--- src/rtl/fpslice_pkg.sv ---
// ------------------------------
// FP slice package
// Widths, operand types, opcodes and canonical NaNs
// ------------------------------

package fpslice_pkg;

  // ------------------------------
  // Widths
  // ------------------------------
  localparam int unsigned WIDTH      = 32;
  localparam int unsigned NUM_LANES  = 2;
  localparam int unsigned FP32_WIDTH = 32;
  localparam int unsigned FP16_WIDTH = 16;
  localparam int unsigned TAG_WIDTH  = 4;
  localparam int unsigned STATUS_NV  = 4;   // Invalid flag position in status_t

  // ------------------------------
  // Types
  // ------------------------------
  typedef logic [WIDTH-1:0]      word_t;
  typedef logic [FP16_WIDTH-1:0] half_t;
  typedef logic [TAG_WIDTH-1:0]  tag_t;
  typedef logic [NUM_LANES-1:0]  lane_mask_t;

  // Flags: invalid, div-by-zero, overflow, underflow, inexact
  typedef logic [4:0] status_t;

  typedef enum logic {
    FMT_FP32,
    FMT_FP16
  } fp_format_e;

  typedef enum logic [2:0] {
    OP_SGNJ,     // Copy sign of b
    OP_SGNJN,    // Negated sign of b
    OP_SGNJX,    // Xor of both signs
    OP_MIN,
    OP_MAX
  } noncomp_op_e;

  // Canonical quiet NaNs
  localparam word_t QNAN_FP32 = 32'h7FC0_0000;
  localparam half_t QNAN_FP16 = 16'h7E00;

endpackage

--- src/rtl/fpslice_lane_if.sv ---
// ------------------------------
// Lane operand bus
// Unpacked operands and control into the lane stage
// ------------------------------
`timescale 1ns/1ps

interface fpslice_lane_if;
  logic                     valid;
  logic                     ready;
  fpslice_pkg::word_t       a0, b0;   // Lane 0 holds FP32 or FP16
  fpslice_pkg::half_t       a1, b1;   // Lane 1 is FP16 only
  fpslice_pkg::noncomp_op_e op;
  fpslice_pkg::fp_format_e  fmt;
  logic                     vectorial;
  fpslice_pkg::tag_t        tag;
  fpslice_pkg::lane_mask_t  mask;

  modport src (output valid, a0, b0, a1, b1, op, fmt, vectorial, tag, mask,
               input  ready);
  modport dst (input  valid, a0, b0, a1, b1, op, fmt, vectorial, tag, mask,
               output ready);
endinterface

--- src/rtl/fpslice_result_if.sv ---
// ------------------------------
// Lane result bus
// Lane results and flags into the pack stage
// ------------------------------
`timescale 1ns/1ps

interface fpslice_result_if;
  logic                    valid;
  logic                    ready;
  fpslice_pkg::word_t      res0;
  fpslice_pkg::half_t      res1;
  fpslice_pkg::status_t    status0;
  fpslice_pkg::status_t    status1;
  fpslice_pkg::fp_format_e fmt;
  logic                    vectorial;
  fpslice_pkg::tag_t       tag;
  fpslice_pkg::lane_mask_t mask;

  modport src (output valid, res0, res1, status0, status1, fmt, vectorial, tag, mask,
               input  ready);
  modport dst (input  valid, res0, res1, status0, status1, fmt, vectorial, tag, mask,
               output ready);
endinterface

--- src/rtl/fpslice_noncomp_lane.sv ---
// ------------------------------
// Non-computational lane
// Sign injection and IEEE min/max
// ------------------------------
`timescale 1ns/1ps

module fpslice_noncomp_lane #(
  parameter int unsigned LaneWidth = 32
) (
  input  logic [LaneWidth-1:0]     a_i,
  input  logic [LaneWidth-1:0]     b_i,
  input  fpslice_pkg::noncomp_op_e op_i,
  input  fpslice_pkg::fp_format_e  fmt_i,
  output logic [LaneWidth-1:0]     result_o,
  output fpslice_pkg::status_t     status_o
);

  fpslice_pkg::word_t [1:0] opnd;       // Index 0 is a, 1 is b
  logic [1:0]               sgn, nan, snan;
  logic [1:0][30:0]         mag;
  logic                     a_lt_b, pick_a;
  fpslice_pkg::word_t       res_ext;

  // Rebuild a value from sign and magnitude, FP16 comes out boxed
  function automatic fpslice_pkg::word_t pack_fp(input fpslice_pkg::fp_format_e fmt,
                                                 input logic sign, input logic [30:0] m);
    if (fmt == fpslice_pkg::FMT_FP16) begin
      return {{fpslice_pkg::FP16_WIDTH{1'b1}}, sign, m[14:0]};
    end
    return {sign, m};
  endfunction

  assign opnd[0] = fpslice_pkg::word_t'(a_i);
  assign opnd[1] = fpslice_pkg::word_t'(b_i);

  always_comb begin : decode
    for (int i = 0; i < 2; i++) begin
      if (fmt_i == fpslice_pkg::FMT_FP16) begin
        sgn[i]  = opnd[i][15];
        mag[i]  = {16'b0, opnd[i][14:0]};
        nan[i]  = (&opnd[i][14:10]) & (|opnd[i][9:0]);
        snan[i] = nan[i] & ~opnd[i][9];          // Quiet bit clear
      end else begin
        sgn[i]  = opnd[i][fpslice_pkg::FP32_WIDTH-1];
        mag[i]  = opnd[i][30:0];
        nan[i]  = (&opnd[i][30:23]) & (|opnd[i][22:0]);
        snan[i] = nan[i] & ~opnd[i][22];
      end
    end
  end

  // -0 sorts below +0 through the sign compare
  assign a_lt_b = (sgn[0] != sgn[1]) ? sgn[0]
                : (sgn[0] ? (mag[0] > mag[1]) : (mag[0] < mag[1]));
  assign pick_a = (op_i == fpslice_pkg::OP_MIN) ? a_lt_b : ~a_lt_b;

  always_comb begin : compute
    status_o = '0;
    case (op_i)
      fpslice_pkg::OP_SGNJ:  res_ext = pack_fp(fmt_i, sgn[1], mag[0]);
      fpslice_pkg::OP_SGNJN: res_ext = pack_fp(fmt_i, ~sgn[1], mag[0]);
      fpslice_pkg::OP_SGNJX: res_ext = pack_fp(fmt_i, sgn[0] ^ sgn[1], mag[0]);
      default: begin // Min and max
        status_o[fpslice_pkg::STATUS_NV] = |snan;
        if (&nan) begin
          res_ext = (fmt_i == fpslice_pkg::FMT_FP16)
                    ? {{fpslice_pkg::FP16_WIDTH{1'b1}}, fpslice_pkg::QNAN_FP16}
                    : fpslice_pkg::QNAN_FP32;
        end else if (nan[0] || (!nan[1] && !pick_a)) begin
          res_ext = pack_fp(fmt_i, sgn[1], mag[1]);
        end else begin
          res_ext = pack_fp(fmt_i, sgn[0], mag[0]);
        end
      end
    endcase
  end

  assign result_o = res_ext[LaneWidth-1:0];

endmodule

--- src/rtl/fpslice_operand_unpack.sv ---
// ------------------------------
// Operand unpack stage
// Box check, lane slicing and input register
// ------------------------------
`timescale 1ns/1ps

module fpslice_operand_unpack (
  input  logic                     clk_i,
  input  logic                     rst_n_i,
  input  fpslice_pkg::word_t       operand_a_i,
  input  fpslice_pkg::word_t       operand_b_i,
  input  fpslice_pkg::noncomp_op_e op_i,
  input  fpslice_pkg::fp_format_e  fmt_i,
  input  logic                     vectorial_i,
  input  fpslice_pkg::tag_t        tag_i,
  input  fpslice_pkg::lane_mask_t  simd_mask_i,
  input  logic                     in_valid_i,
  output logic                     in_ready_o,
  fpslice_lane_if.src              lane_o
);

  localparam fpslice_pkg::word_t BOXED_QNAN =
      {{fpslice_pkg::FP16_WIDTH{1'b1}}, fpslice_pkg::QNAN_FP16};

  logic               vectorial;
  logic               scalar_fp16;
  logic               load;
  logic               valid_q;
  fpslice_pkg::word_t a_lane0, b_lane0;

  assign vectorial   = vectorial_i & (fmt_i == fpslice_pkg::FMT_FP16); // FP32 has one lane
  assign scalar_fp16 = (fmt_i == fpslice_pkg::FMT_FP16) & ~vectorial;

  // Badly boxed scalar FP16 reads as canonical NaN
  assign a_lane0 = (scalar_fp16 && !(&operand_a_i[fpslice_pkg::WIDTH-1:fpslice_pkg::FP16_WIDTH]))
                   ? BOXED_QNAN : operand_a_i;
  assign b_lane0 = (scalar_fp16 && !(&operand_b_i[fpslice_pkg::WIDTH-1:fpslice_pkg::FP16_WIDTH]))
                   ? BOXED_QNAN : operand_b_i;

  assign in_ready_o   = ~valid_q | lane_o.ready;
  assign load         = in_valid_i & in_ready_o;
  assign lane_o.valid = valid_q;

  always_ff @(posedge clk_i) begin
    if (!rst_n_i) begin
      valid_q <= 1'b0;
    end else if (load) begin
      valid_q <= 1'b1;
    end else if (lane_o.ready) begin
      valid_q <= 1'b0;     // Item taken by the lanes
    end
  end

  // Payload register
  always_ff @(posedge clk_i) begin
    if (load) begin
      lane_o.a0        <= a_lane0;
      lane_o.b0        <= b_lane0;
      lane_o.a1        <= operand_a_i[fpslice_pkg::WIDTH-1:fpslice_pkg::FP16_WIDTH];
      lane_o.b1        <= operand_b_i[fpslice_pkg::WIDTH-1:fpslice_pkg::FP16_WIDTH];
      lane_o.op        <= op_i;
      lane_o.fmt       <= fmt_i;
      lane_o.vectorial <= vectorial;
      lane_o.tag       <= tag_i;
      lane_o.mask      <= simd_mask_i;
    end
  end

endmodule

--- src/rtl/fpslice_lane_array.sv ---
// ------------------------------
// Lane stage
// Runs both lanes and registers their results
// ------------------------------
`timescale 1ns/1ps

module fpslice_lane_array (
  input  logic              clk_i,
  input  logic              rst_n_i,
  fpslice_lane_if.dst       lane_i,
  fpslice_result_if.src     res_o,
  output logic              busy_o
);

  fpslice_pkg::word_t   lane0_res;
  fpslice_pkg::half_t   lane1_res;
  fpslice_pkg::status_t lane0_status, lane1_status;
  logic                 valid_q;
  logic                 load;

  fpslice_noncomp_lane #(.LaneWidth(fpslice_pkg::FP32_WIDTH)) i_lane0 (
    .a_i      ( lane_i.a0    ),
    .b_i      ( lane_i.b0    ),
    .op_i     ( lane_i.op    ),
    .fmt_i    ( lane_i.fmt   ),
    .result_o ( lane0_res    ),
    .status_o ( lane0_status )
  );

  // Upper lane only ever sees FP16
  fpslice_noncomp_lane #(.LaneWidth(fpslice_pkg::FP16_WIDTH)) i_lane1 (
    .a_i      ( lane_i.a1             ),
    .b_i      ( lane_i.b1             ),
    .op_i     ( lane_i.op             ),
    .fmt_i    ( fpslice_pkg::FMT_FP16 ),
    .result_o ( lane1_res             ),
    .status_o ( lane1_status          )
  );

  assign lane_i.ready = ~valid_q | res_o.ready;
  assign load         = lane_i.valid & lane_i.ready;
  assign res_o.valid  = valid_q;
  assign busy_o       = lane_i.valid | valid_q;   // Item waiting or held here

  always_ff @(posedge clk_i) begin
    if (!rst_n_i)               valid_q <= 1'b0;
    else if (load)              valid_q <= 1'b1;
    else if (res_o.ready)       valid_q <= 1'b0;
  end

  always_ff @(posedge clk_i) begin
    if (load) begin
      res_o.res0      <= lane0_res;
      res_o.res1      <= lane1_res;
      res_o.status0   <= lane0_status;
      res_o.status1   <= lane_i.vectorial ? lane1_status : '0; // Idle lane raises nothing
      res_o.fmt       <= lane_i.fmt;
      res_o.vectorial <= lane_i.vectorial;
      res_o.tag       <= lane_i.tag;
      res_o.mask      <= lane_i.mask;
    end
  end

endmodule

--- src/rtl/fpslice_result_pack.sv ---
// ------------------------------
// Result pack stage
// Format packing, FP16 boxing and flag collapse
// ------------------------------
`timescale 1ns/1ps

module fpslice_result_pack (
  fpslice_result_if.dst        res_i,
  input  logic                 lane_busy_i,
  output fpslice_pkg::word_t   result_o,
  output fpslice_pkg::status_t status_o,
  output fpslice_pkg::tag_t    tag_o,
  output logic                 out_valid_o,
  input  logic                 out_ready_i,
  output logic                 busy_o
);

  localparam int unsigned SW = $bits(fpslice_pkg::status_t);

  always_comb begin : pack
    if (res_i.fmt == fpslice_pkg::FMT_FP32) begin
      result_o = res_i.res0;
    end else if (res_i.vectorial) begin
      result_o = {res_i.res1, res_i.res0[fpslice_pkg::FP16_WIDTH-1:0]};
    end else begin
      // Scalar FP16 is NaN-boxed
      result_o = {{fpslice_pkg::FP16_WIDTH{1'b1}}, res_i.res0[fpslice_pkg::FP16_WIDTH-1:0]};
    end
  end

  // Masked lanes do not report flags
  assign status_o = (res_i.status0 & {SW{res_i.mask[0]}})
                  | (res_i.status1 & {SW{res_i.mask[1]}});

  assign tag_o       = res_i.tag;
  assign out_valid_o = res_i.valid;
  assign res_i.ready = out_ready_i;
  assign busy_o      = lane_busy_i | res_i.valid;

endmodule

--- src/rtl/fpslice_top.sv ---
// ------------------------------
// FP slice top
// Unpack, lanes and pack in a 2-deep pipeline
// ------------------------------
`timescale 1ns/1ps

module fpslice_top (
  input  logic                     clk_i,
  input  logic                     rst_n_i,
  // Input side
  input  fpslice_pkg::word_t       operand_a_i,
  input  fpslice_pkg::word_t       operand_b_i,
  input  fpslice_pkg::noncomp_op_e op_i,
  input  fpslice_pkg::fp_format_e  fmt_i,
  input  logic                     vectorial_i,
  input  fpslice_pkg::tag_t        tag_i,
  input  fpslice_pkg::lane_mask_t  simd_mask_i,
  input  logic                     in_valid_i,
  output logic                     in_ready_o,
  // Output side
  output fpslice_pkg::word_t       result_o,
  output fpslice_pkg::status_t     status_o,
  output fpslice_pkg::tag_t        tag_o,
  output logic                     out_valid_o,
  input  logic                     out_ready_i,
  output logic                     busy_o
);

  fpslice_lane_if   lane_bus ();
  fpslice_result_if res_bus ();
  logic             lane_busy;

  fpslice_operand_unpack i_unpack (
    .clk_i, .rst_n_i,
    .operand_a_i, .operand_b_i, .op_i, .fmt_i, .vectorial_i, .tag_i, .simd_mask_i,
    .in_valid_i, .in_ready_o,
    .lane_o ( lane_bus.src )
  );

  fpslice_lane_array i_lanes (
    .clk_i, .rst_n_i,
    .lane_i ( lane_bus.dst ),
    .res_o  ( res_bus.src  ),
    .busy_o ( lane_busy    )
  );

  fpslice_result_pack i_pack (
    .res_i       ( res_bus.dst ),
    .lane_busy_i ( lane_busy   ),
    .result_o, .status_o, .tag_o, .out_valid_o, .out_ready_i, .busy_o
  );

endmodule

--- config.mk ---
export PLATFORM = sky130hd
export DESIGN_NAME = fpslice_top
export DESIGN_NICKNAME = d
export VERILOG_FILES = /design/src/rtl/fpslice_pkg.sv /design/src/rtl/fpslice_lane_if.sv /design/src/rtl/fpslice_result_if.sv /design/src/rtl/fpslice_noncomp_lane.sv /design/src/rtl/fpslice_operand_unpack.sv /design/src/rtl/fpslice_lane_array.sv /design/src/rtl/fpslice_result_pack.sv /design/src/rtl/fpslice_top.sv
export SDC_FILE = /design/constraint.sdc
export NUM_CORES = 1
export LEC_CHECK = 0
export BUFFER_PORTS_ARGS = -buffer_cell sky130_fd_sc_hd__buf_4
export CAP_MARGIN = 20
export CORE_UTILIZATION = 52
export CTS_CLUSTER_DIAMETER = 40
export DETAILED_ROUTE_END_ITERATION = 10
export GPL_ROUTABILITY_DRIVEN = 0
export GPL_TIMING_DRIVEN = 0
export PLACE_DENSITY = 0.76
export SLEW_MARGIN = 10
export SYNTH_ARGS = -nofsm -noshare
export SYNTH_HDL_FRONTEND = slang
export SYNTH_SLANG_ARGS = --single-unit
--- constraint.sdc ---
create_clock -name clk_i -period 3.7 [get_ports clk_i]
set_clock_uncertainty 0.1 [all_clocks]
set_input_delay 0.185 -clock clk_i [delete_from_list [all_inputs] [get_ports clk_i]]
set_output_delay 0.185 -clock clk_i [all_outputs]
set_load 0.01 [all_outputs]
### Word level (Yosys, flattened, before mapping)

Cells that the tools add are included.

* flip-flop bits (word level): 171
* logic and storage cells: 164
* output and inout bits: 44

* bitwise logic cells: 39
* reductions and logical operators: 35
* magnitude comparators: 4
* equality and inequality tests: 5
* mux-type cells: 61

Operator list (count)
* 2-to-1 mux 32 bit: 15
* 2-to-1 mux 16 bit: 7
* one-hot mux 32 bit (3 select lines): 1
* 2-to-1 mux 31 bit: 2
* one-hot mux 16 bit (3 select lines): 1
* OR reduction 23 bit: 2
* OR reduction 10 bit: 4
* 2-to-1 mux 1 bit: 35
* AND reduction 16 bit: 2
* greater-than comparator 31 bit: 1
* < comparator 31 bit: 1
* AND reduction 5 bit: 4
* bitwise AND 1 bit: 16
* AND reduction 8 bit: 2
* greater-than comparator 15 bit: 1
* < comparator 15 bit: 1
* inverter 1 bit: 14
* bitwise AND 5 bit: 2
* == test 3 x 2 -> 1 bit (second input constant): 2
* zero test 1 bit: 6
* OR 5 bit: 1
* logical AND 1 bit: 4
* OR 1 bit: 4
* AND reduction 2 bit: 2
* other kinds (9): 14

### Depth between registers and ports, before layout

* depth in word-level cells: 16
* mapped depth: 14

### Cells and area by module

A second synthesis with hierarchy kept.

* cell total of the unflattened synthesis: 747
* area total of the unflattened synthesis: 9108.7 um2

Modules (own cells, without submodules)
* fpslice_operand_unpack: area an instance 3787.4 um2, instances 1, cells each 194
* fpslice_lane_array: area an instance 2080.7 um2, instances 1, cells each 78
* fpslice_noncomp_lane at i_lanes.i_lane0: area an instance 1895.6 um2, instances 1, cells each 284
* fpslice_noncomp_lane at i_lanes.i_lane1: area an instance 938.4 um2, instances 1, cells each 139
* fpslice_result_pack: area an instance 406.6 um2, instances 1, cells each 52

### Worst setup path after synthesis

No wires, ideal clock.

* path kind: reg2reg
* start point: register i_unpack.lane_o.fmt
* end point: register i_lanes.res_o.res0[26], data pin
* arrival time: 3.495 ns
* setup time: 0.261 ns
* period minus slack after synthesis: 3.856 ns
* data required time: 3.339 ns
* cell stages (with the launch flop): 14
* setup slack: -0.156 ns
* path buffers: 3
* path through: edfxtp_1 -> clkbuf_1 -> clkbuf_1 -> nor2b_1 -> ha_1 -> a21oi_1 -> nand2_1 -> a221o_1 -> or3_1 -> o211ai_2 -> mux2i_4 -> nor2_8 -> buf_6 -> o32a_1

* longest elaborated chain between the ends: 12
* elaborated cells between the ends (all ways): 36
* classes of those cells: 2 x order compare; 1 x eq/ne; 27 x mux; 1 x bitwise; 5 x reduce/logical

RTL lines
* start, declared: RTL line fpslice_lane_if.sv:18 `modport src (output valid, a0, b0, a1, b1, op, fmt, vectorial, tag, mask,`
* start signal, assigned: RTL line fpslice_operand_unpack.sv:62 `lane_o.fmt <= fmt_i;`
* 2-to-1 mux 31 bit: RTL line fpslice_noncomp_lane.sv:38 `if (fmt_i == fpslice_pkg::FMT_FP16) begin`
* < comparator 31 bit or greater-than comparator 31 bit (tied branches): RTL line fpslice_noncomp_lane.sv:54 `: (sgn[0] ? (mag[0] > mag[1]) : (mag[0] < mag[1]));`
* 2-to-1 mux 1 bit: RTL line fpslice_noncomp_lane.sv:54
* 2-to-1 mux 1 bit: RTL line fpslice_noncomp_lane.sv:53 `assign a_lt_b = (sgn[0] != sgn[1]) ? sgn[0]`
* inverter 1 bit: RTL line fpslice_noncomp_lane.sv:55 `assign pick_a = (op_i == fpslice_pkg::OP_MIN) ? a_lt_b : ~a_lt_b;`
* 2-to-1 mux 1 bit: RTL line fpslice_noncomp_lane.sv:55
* zero test 1 bit: RTL line fpslice_noncomp_lane.sv:69 `end else if (nan[0] || (!nan[1] && !pick_a)) begin`
* logical AND 1 bit: RTL line fpslice_noncomp_lane.sv:69
* logical OR 1 bit: RTL line fpslice_noncomp_lane.sv:69
* 2-to-1 mux 32 bit: RTL line fpslice_noncomp_lane.sv:69
* 2-to-1 mux 32 bit: RTL line fpslice_noncomp_lane.sv:65 `if (&nan) begin`
* one-hot mux 32 bit (3 select lines) *: RTL line fpslice_noncomp_lane.sv:59 `case (op_i)`
* named net i_lanes.i_lane0.result_o[26]: RTL line fpslice_noncomp_lane.sv:14 `output logic [LaneWidth-1:0] result_o,`
* end signal, assigned: RTL line fpslice_lane_array.sv:53 `res_o.res0 <= lane0_res;`
* end, declared: RTL line fpslice_result_if.sv:19 `modport src (output valid, res0, res1, status0, status1, fmt, vectorial, tag, mask,`

The timed path passes the listed nets; every way through them passes the cells marked *. The select of a mux whose other input is x is not followed.
A chain may end at the register's enable or synchronous reset.

### Final worst setup path

* start point: register i_unpack.lane_o.fmt
* end point: register i_lanes.res_o.res0[27], data pin

The elaborated chain is that of the path after synthesis.

==> metrics <==
status finished, violations left; failing checks negative setup slack; crit-path max FO 6; DRT iter0 DRCs about 740; clock latency on the worst-skew pair 430 ps; Hold Crit Endpoint i_lanes.res_o.valid; register-to-register setup slack -210 ps; clk root buf clkbuf_16; Period minus WS final 3910 ps; worst hold-check path type input port to flip-flop; Core Area ~0.016 sq mm; Worst-path clk slew 60 ps; number of synthesized register bits 167; Fill cells 991; Pins Over Slew Limit 0; max-cap violations 0; Starting Density a little over half; R2R Path End i_lanes.res_o.res0[27]; Post-Synthesis Cell Area 0.008484 sq mm; DRC viols 0; I/O Buffers roughly 120; commonest register cell after synthesis edfxtp_1; Ys Warns 0; gr usage total 29.17%; Hold Vio Cnt, Final 0; die height 129.7 um; measured slew at the worst slew-check pin 977.7 ps; FP Rows 46; Peak Freq 0.2557 GHz; Max clock buf depth 2; Synth Instances between 600 and 700; largest net degree at the start of global routing 67; post-synthesis sequential area ratio 58.87%; final worst path period share 105.7%; Worst VDD drop around 0.34 mV; final-report setup violation count 32; RSZ-0062 raised after global routing yes; layout cells sized above 1 27.94%; PD cells 437.8 mW/mm^2; startpoint types flip-flop; grt ovf 0; LEAKAGE 4.604 nW; WL per Instance roughly 21 um; worst r2r path cells 14; CP endpoint kind flip-flop; most frequent cells in the layout 165 x edfxtp_1, 151 x buf_4, 76 x dlygate4sd3_1, 47 x nand2b_1; RR Startpoint i_unpack.lane_o.fmt; DR vias/cell 6.097; # clock sinks 167; CP required between 3000 and 4000 ps; critical path arrival 3990 ps; DP Worst Slack -540.0 ps; Hold Path Origin out_ready_i; io pins 123; ys async rst share 0%; initial antenna violation count 1; commonest non-fill, non-tap cell in the layout edfxtp_1; Die ar. 0.01683 sq mm; final worst slack -210.3 ps; n_diodes 0; Post-synth EDFFs 165; global-route wire length before repair 35870 um; post-route cell area 0.01171 sq mm; hold path cells 3; post-DP HPWL 16060 um; mean post-synth cell area 12.24 sq um; TritonCTS Buffers 17; Vias 7079; chip width 129.7 um; Layout Area Growth over Synthesis 37.99%; CTS tree built; H-tree Lvls 4; post-route ant nets 0; Max-slew headroom between 30 and 40%; Routed WL between 20000 and 25000 um; DR pass1 iterations 5; CP Class flip-flop to flip-flop; fin nets 1059; total placed instance area between 0.009 and 0.01 sq mm; Yosys cell types 65; vias in the first global route roughly 6700
-- how the worst max path moves through the flow --
stage / start / endpoint / slack, ps
2_1_floorplan: i_lanes.res_o.valid / i_lanes.res_o.fmt / 20
5_1_grt: i_unpack.lane_o.fmt / i_lanes.res_o.res0[24] / -250
3_5_place_dp: i_unpack.lane_o.fmt / i_lanes.res_o.res0[29] / -540
6_report: i_unpack.lane_o.fmt / i_lanes.res_o.res0[27] / -210
3_3_place_gp: i_lanes.res_o.valid / i_lanes.res_o.res1[13] / -790
4_1_cts: i_unpack.lane_o.fmt / i_lanes.res_o.res0[23] / -50
-- report_power, final --
group	total (mW)	switching [mW]	internal, mW
Sequential	2.32	0.0902	2.23
Combinational	0.905	0.459	0.446
Clock	1.90	0.711	1.19
Total	5.13	1.26	3.87
-- flip-flops by register name, summed over array words and instances (netlist names) --
signal / flops
i_unpack.lane_o.a0: 32
i_lanes.res_o.valid: 1
i_unpack.lane_o.op: 3
i_lanes.res_o.res0: 32
i_lanes.res_o.status0: 1
i_unpack.lane_o.mask: 2
i_lanes.res_o.res1: 16
i_unpack.lane_o.vectorial: 1
i_lanes.res_o.status1: 1
i_lanes.res_o.tag: 4
i_unpack.lane_o.valid: 1
i_unpack.lane_o.fmt: 1
i_lanes.res_o.vectorial: 1
i_lanes.res_o.fmt: 1
i_unpack.lane_o.a1: 16
i_unpack.lane_o.b0: 32
i_unpack.lane_o.b1: 16
i_lanes.res_o.mask: 2
i_unpack.lane_o.tag: 4
-- metal layers --
| layer | GRT usage, % | wire length, um | up-vias |
|---|---|---|---|
| li1 | - | - | 3092 |
| met1 | 38.27 | 9288 | 3340 |
| met2 | 45.89 | 11730 | 535 |
| met3 | 7.708 | 2818 | 110 |
| met4 | 12.93 | 1056 | 2 |
| met5 | 0 | 16 | - |
-- per-stage QoR --
step | setup TNS (ps) | util (%) | instances | hold slack (ps) | total power, mW
floorplan | 0 | - | 696 | 183.9 | 2.735
global placement | -55740 | 60.79 | 1030 | 263.0 | 2.987
detailed placement | -13100 | 61.21 | 1033 | 264.3 | 3.020
CTS | -509.5 | 71.87 | 1159 | 11.19 | 5.022
global route | -5024 | 73.70 | 1161 | 23.26 | 5.274
finish | -3987 | 73.70 | 1161 | 26.89 | 5.125
-- critical path: stages, from the launching register on --
cell and delay, ps:
edfxtp_1 550, buf_8 210, clkbuf_16 170, nor2b_4 140, ha_4 220, a21oi_2 140, nand2_1 90, a221o_1 380
or3_4 420, o211ai_4 250, mux2i_4 370, nor2_8 60, buf_6 140, buf_6 130, o32a_1 300
-- cell type report --
cell class                      count  area [sq um]  share of cell area, %
Buffer                             43         314.1                  2.682
Clock inverter                     13         205.2                  1.753
Tap cell                          216         270.3                  2.308
Timing Repair Buffer              220          1932                  16.50
Sequential cell                   167          4995                  42.66
Inverter                           37         141.4                  1.208
Clock buffer                       17         425.4                  3.634
Multi-Input combinational cell    448          3425                  29.25
-- cell usage after synthesis (2+ instances only) --
cell type | instances | share of area [%]
edfxtp_1 | 165 | 58
nand3_1 | 20 | 1.2
o31ai_1 | 3 | 0.27
dfxtp_1 | 2 | 0.47
a221oi_1 | 2 | 0.21
or3_1 | 3 | 0.22
o21ai_1 | 10 | 0.59
a21oi_1 | 27 | 1.6
buf_6 | 3 | 0.40
o21a_1 | 4 | 0.35
clkbuf_1 | 21 | 0.93
o41ai_1 | 3 | 0.31
xor2_1 | 2 | 0.21
o22a_1 | 17 | 1.8
and4_1 | 4 | 0.41
nand2_1 | 45 | 2.0
nor2b_1 | 22 | 1.6
a211oi_1 | 4 | 0.35
buf_4 | 20 | 1.8
o21ai_0 | 22 | 1.3
mux2i_1 | 7 | 0.83
xnor2_1 | 2 | 0.21
o32a_1 | 9 | 1.1
inv_1 | 36 | 1.6
ha_1 | 46 | 6.8
nand4_1 | 25 | 1.8
nor4_1 | 14 | 1.0
and2_1 | 26 | 1.9
nand2b_1 | 47 | 3.5
nor2_1 | 18 | 0.80
a22oi_1 | 2 | 0.18
o22ai_1 | 3 | 0.22
nor3_1 | 7 | 0.41
and3_1 | 4 | 0.29
a21o_1 | 4 | 0.35
a32o_1 | 4 | 0.47
a221o_1 | 2 | 0.24
a31oi_1 | 2 | 0.15
a22o_1 | 10 | 1.0
-- cell families (layout without fill, tap and decap cells) --
logic type	after synthesis	in the layout	synth area share (%)
DFF	167	167	58.87
other	1	4	0.04420
buffers and inverters	82	330	4.793
and+or+nand+nor	241	242	15.82
adders and majority gates	46	46	6.784
xor gates and xnor gates	4	4	0.4130
AOI/OAI and AO/OA	143	143	12.05
muxes	9	9	1.224
-- what timing repair did --
item                                   CTS  global route
endpoints found under the hold margin  108             0
setup buffers                           19             3
cloned                                   2             2
pin swaps                               15            27
hold buffers                            76             0
setup endpoints to repair               32            43
resized for setup                       33            59
Power figures use the tool's default switching activity.
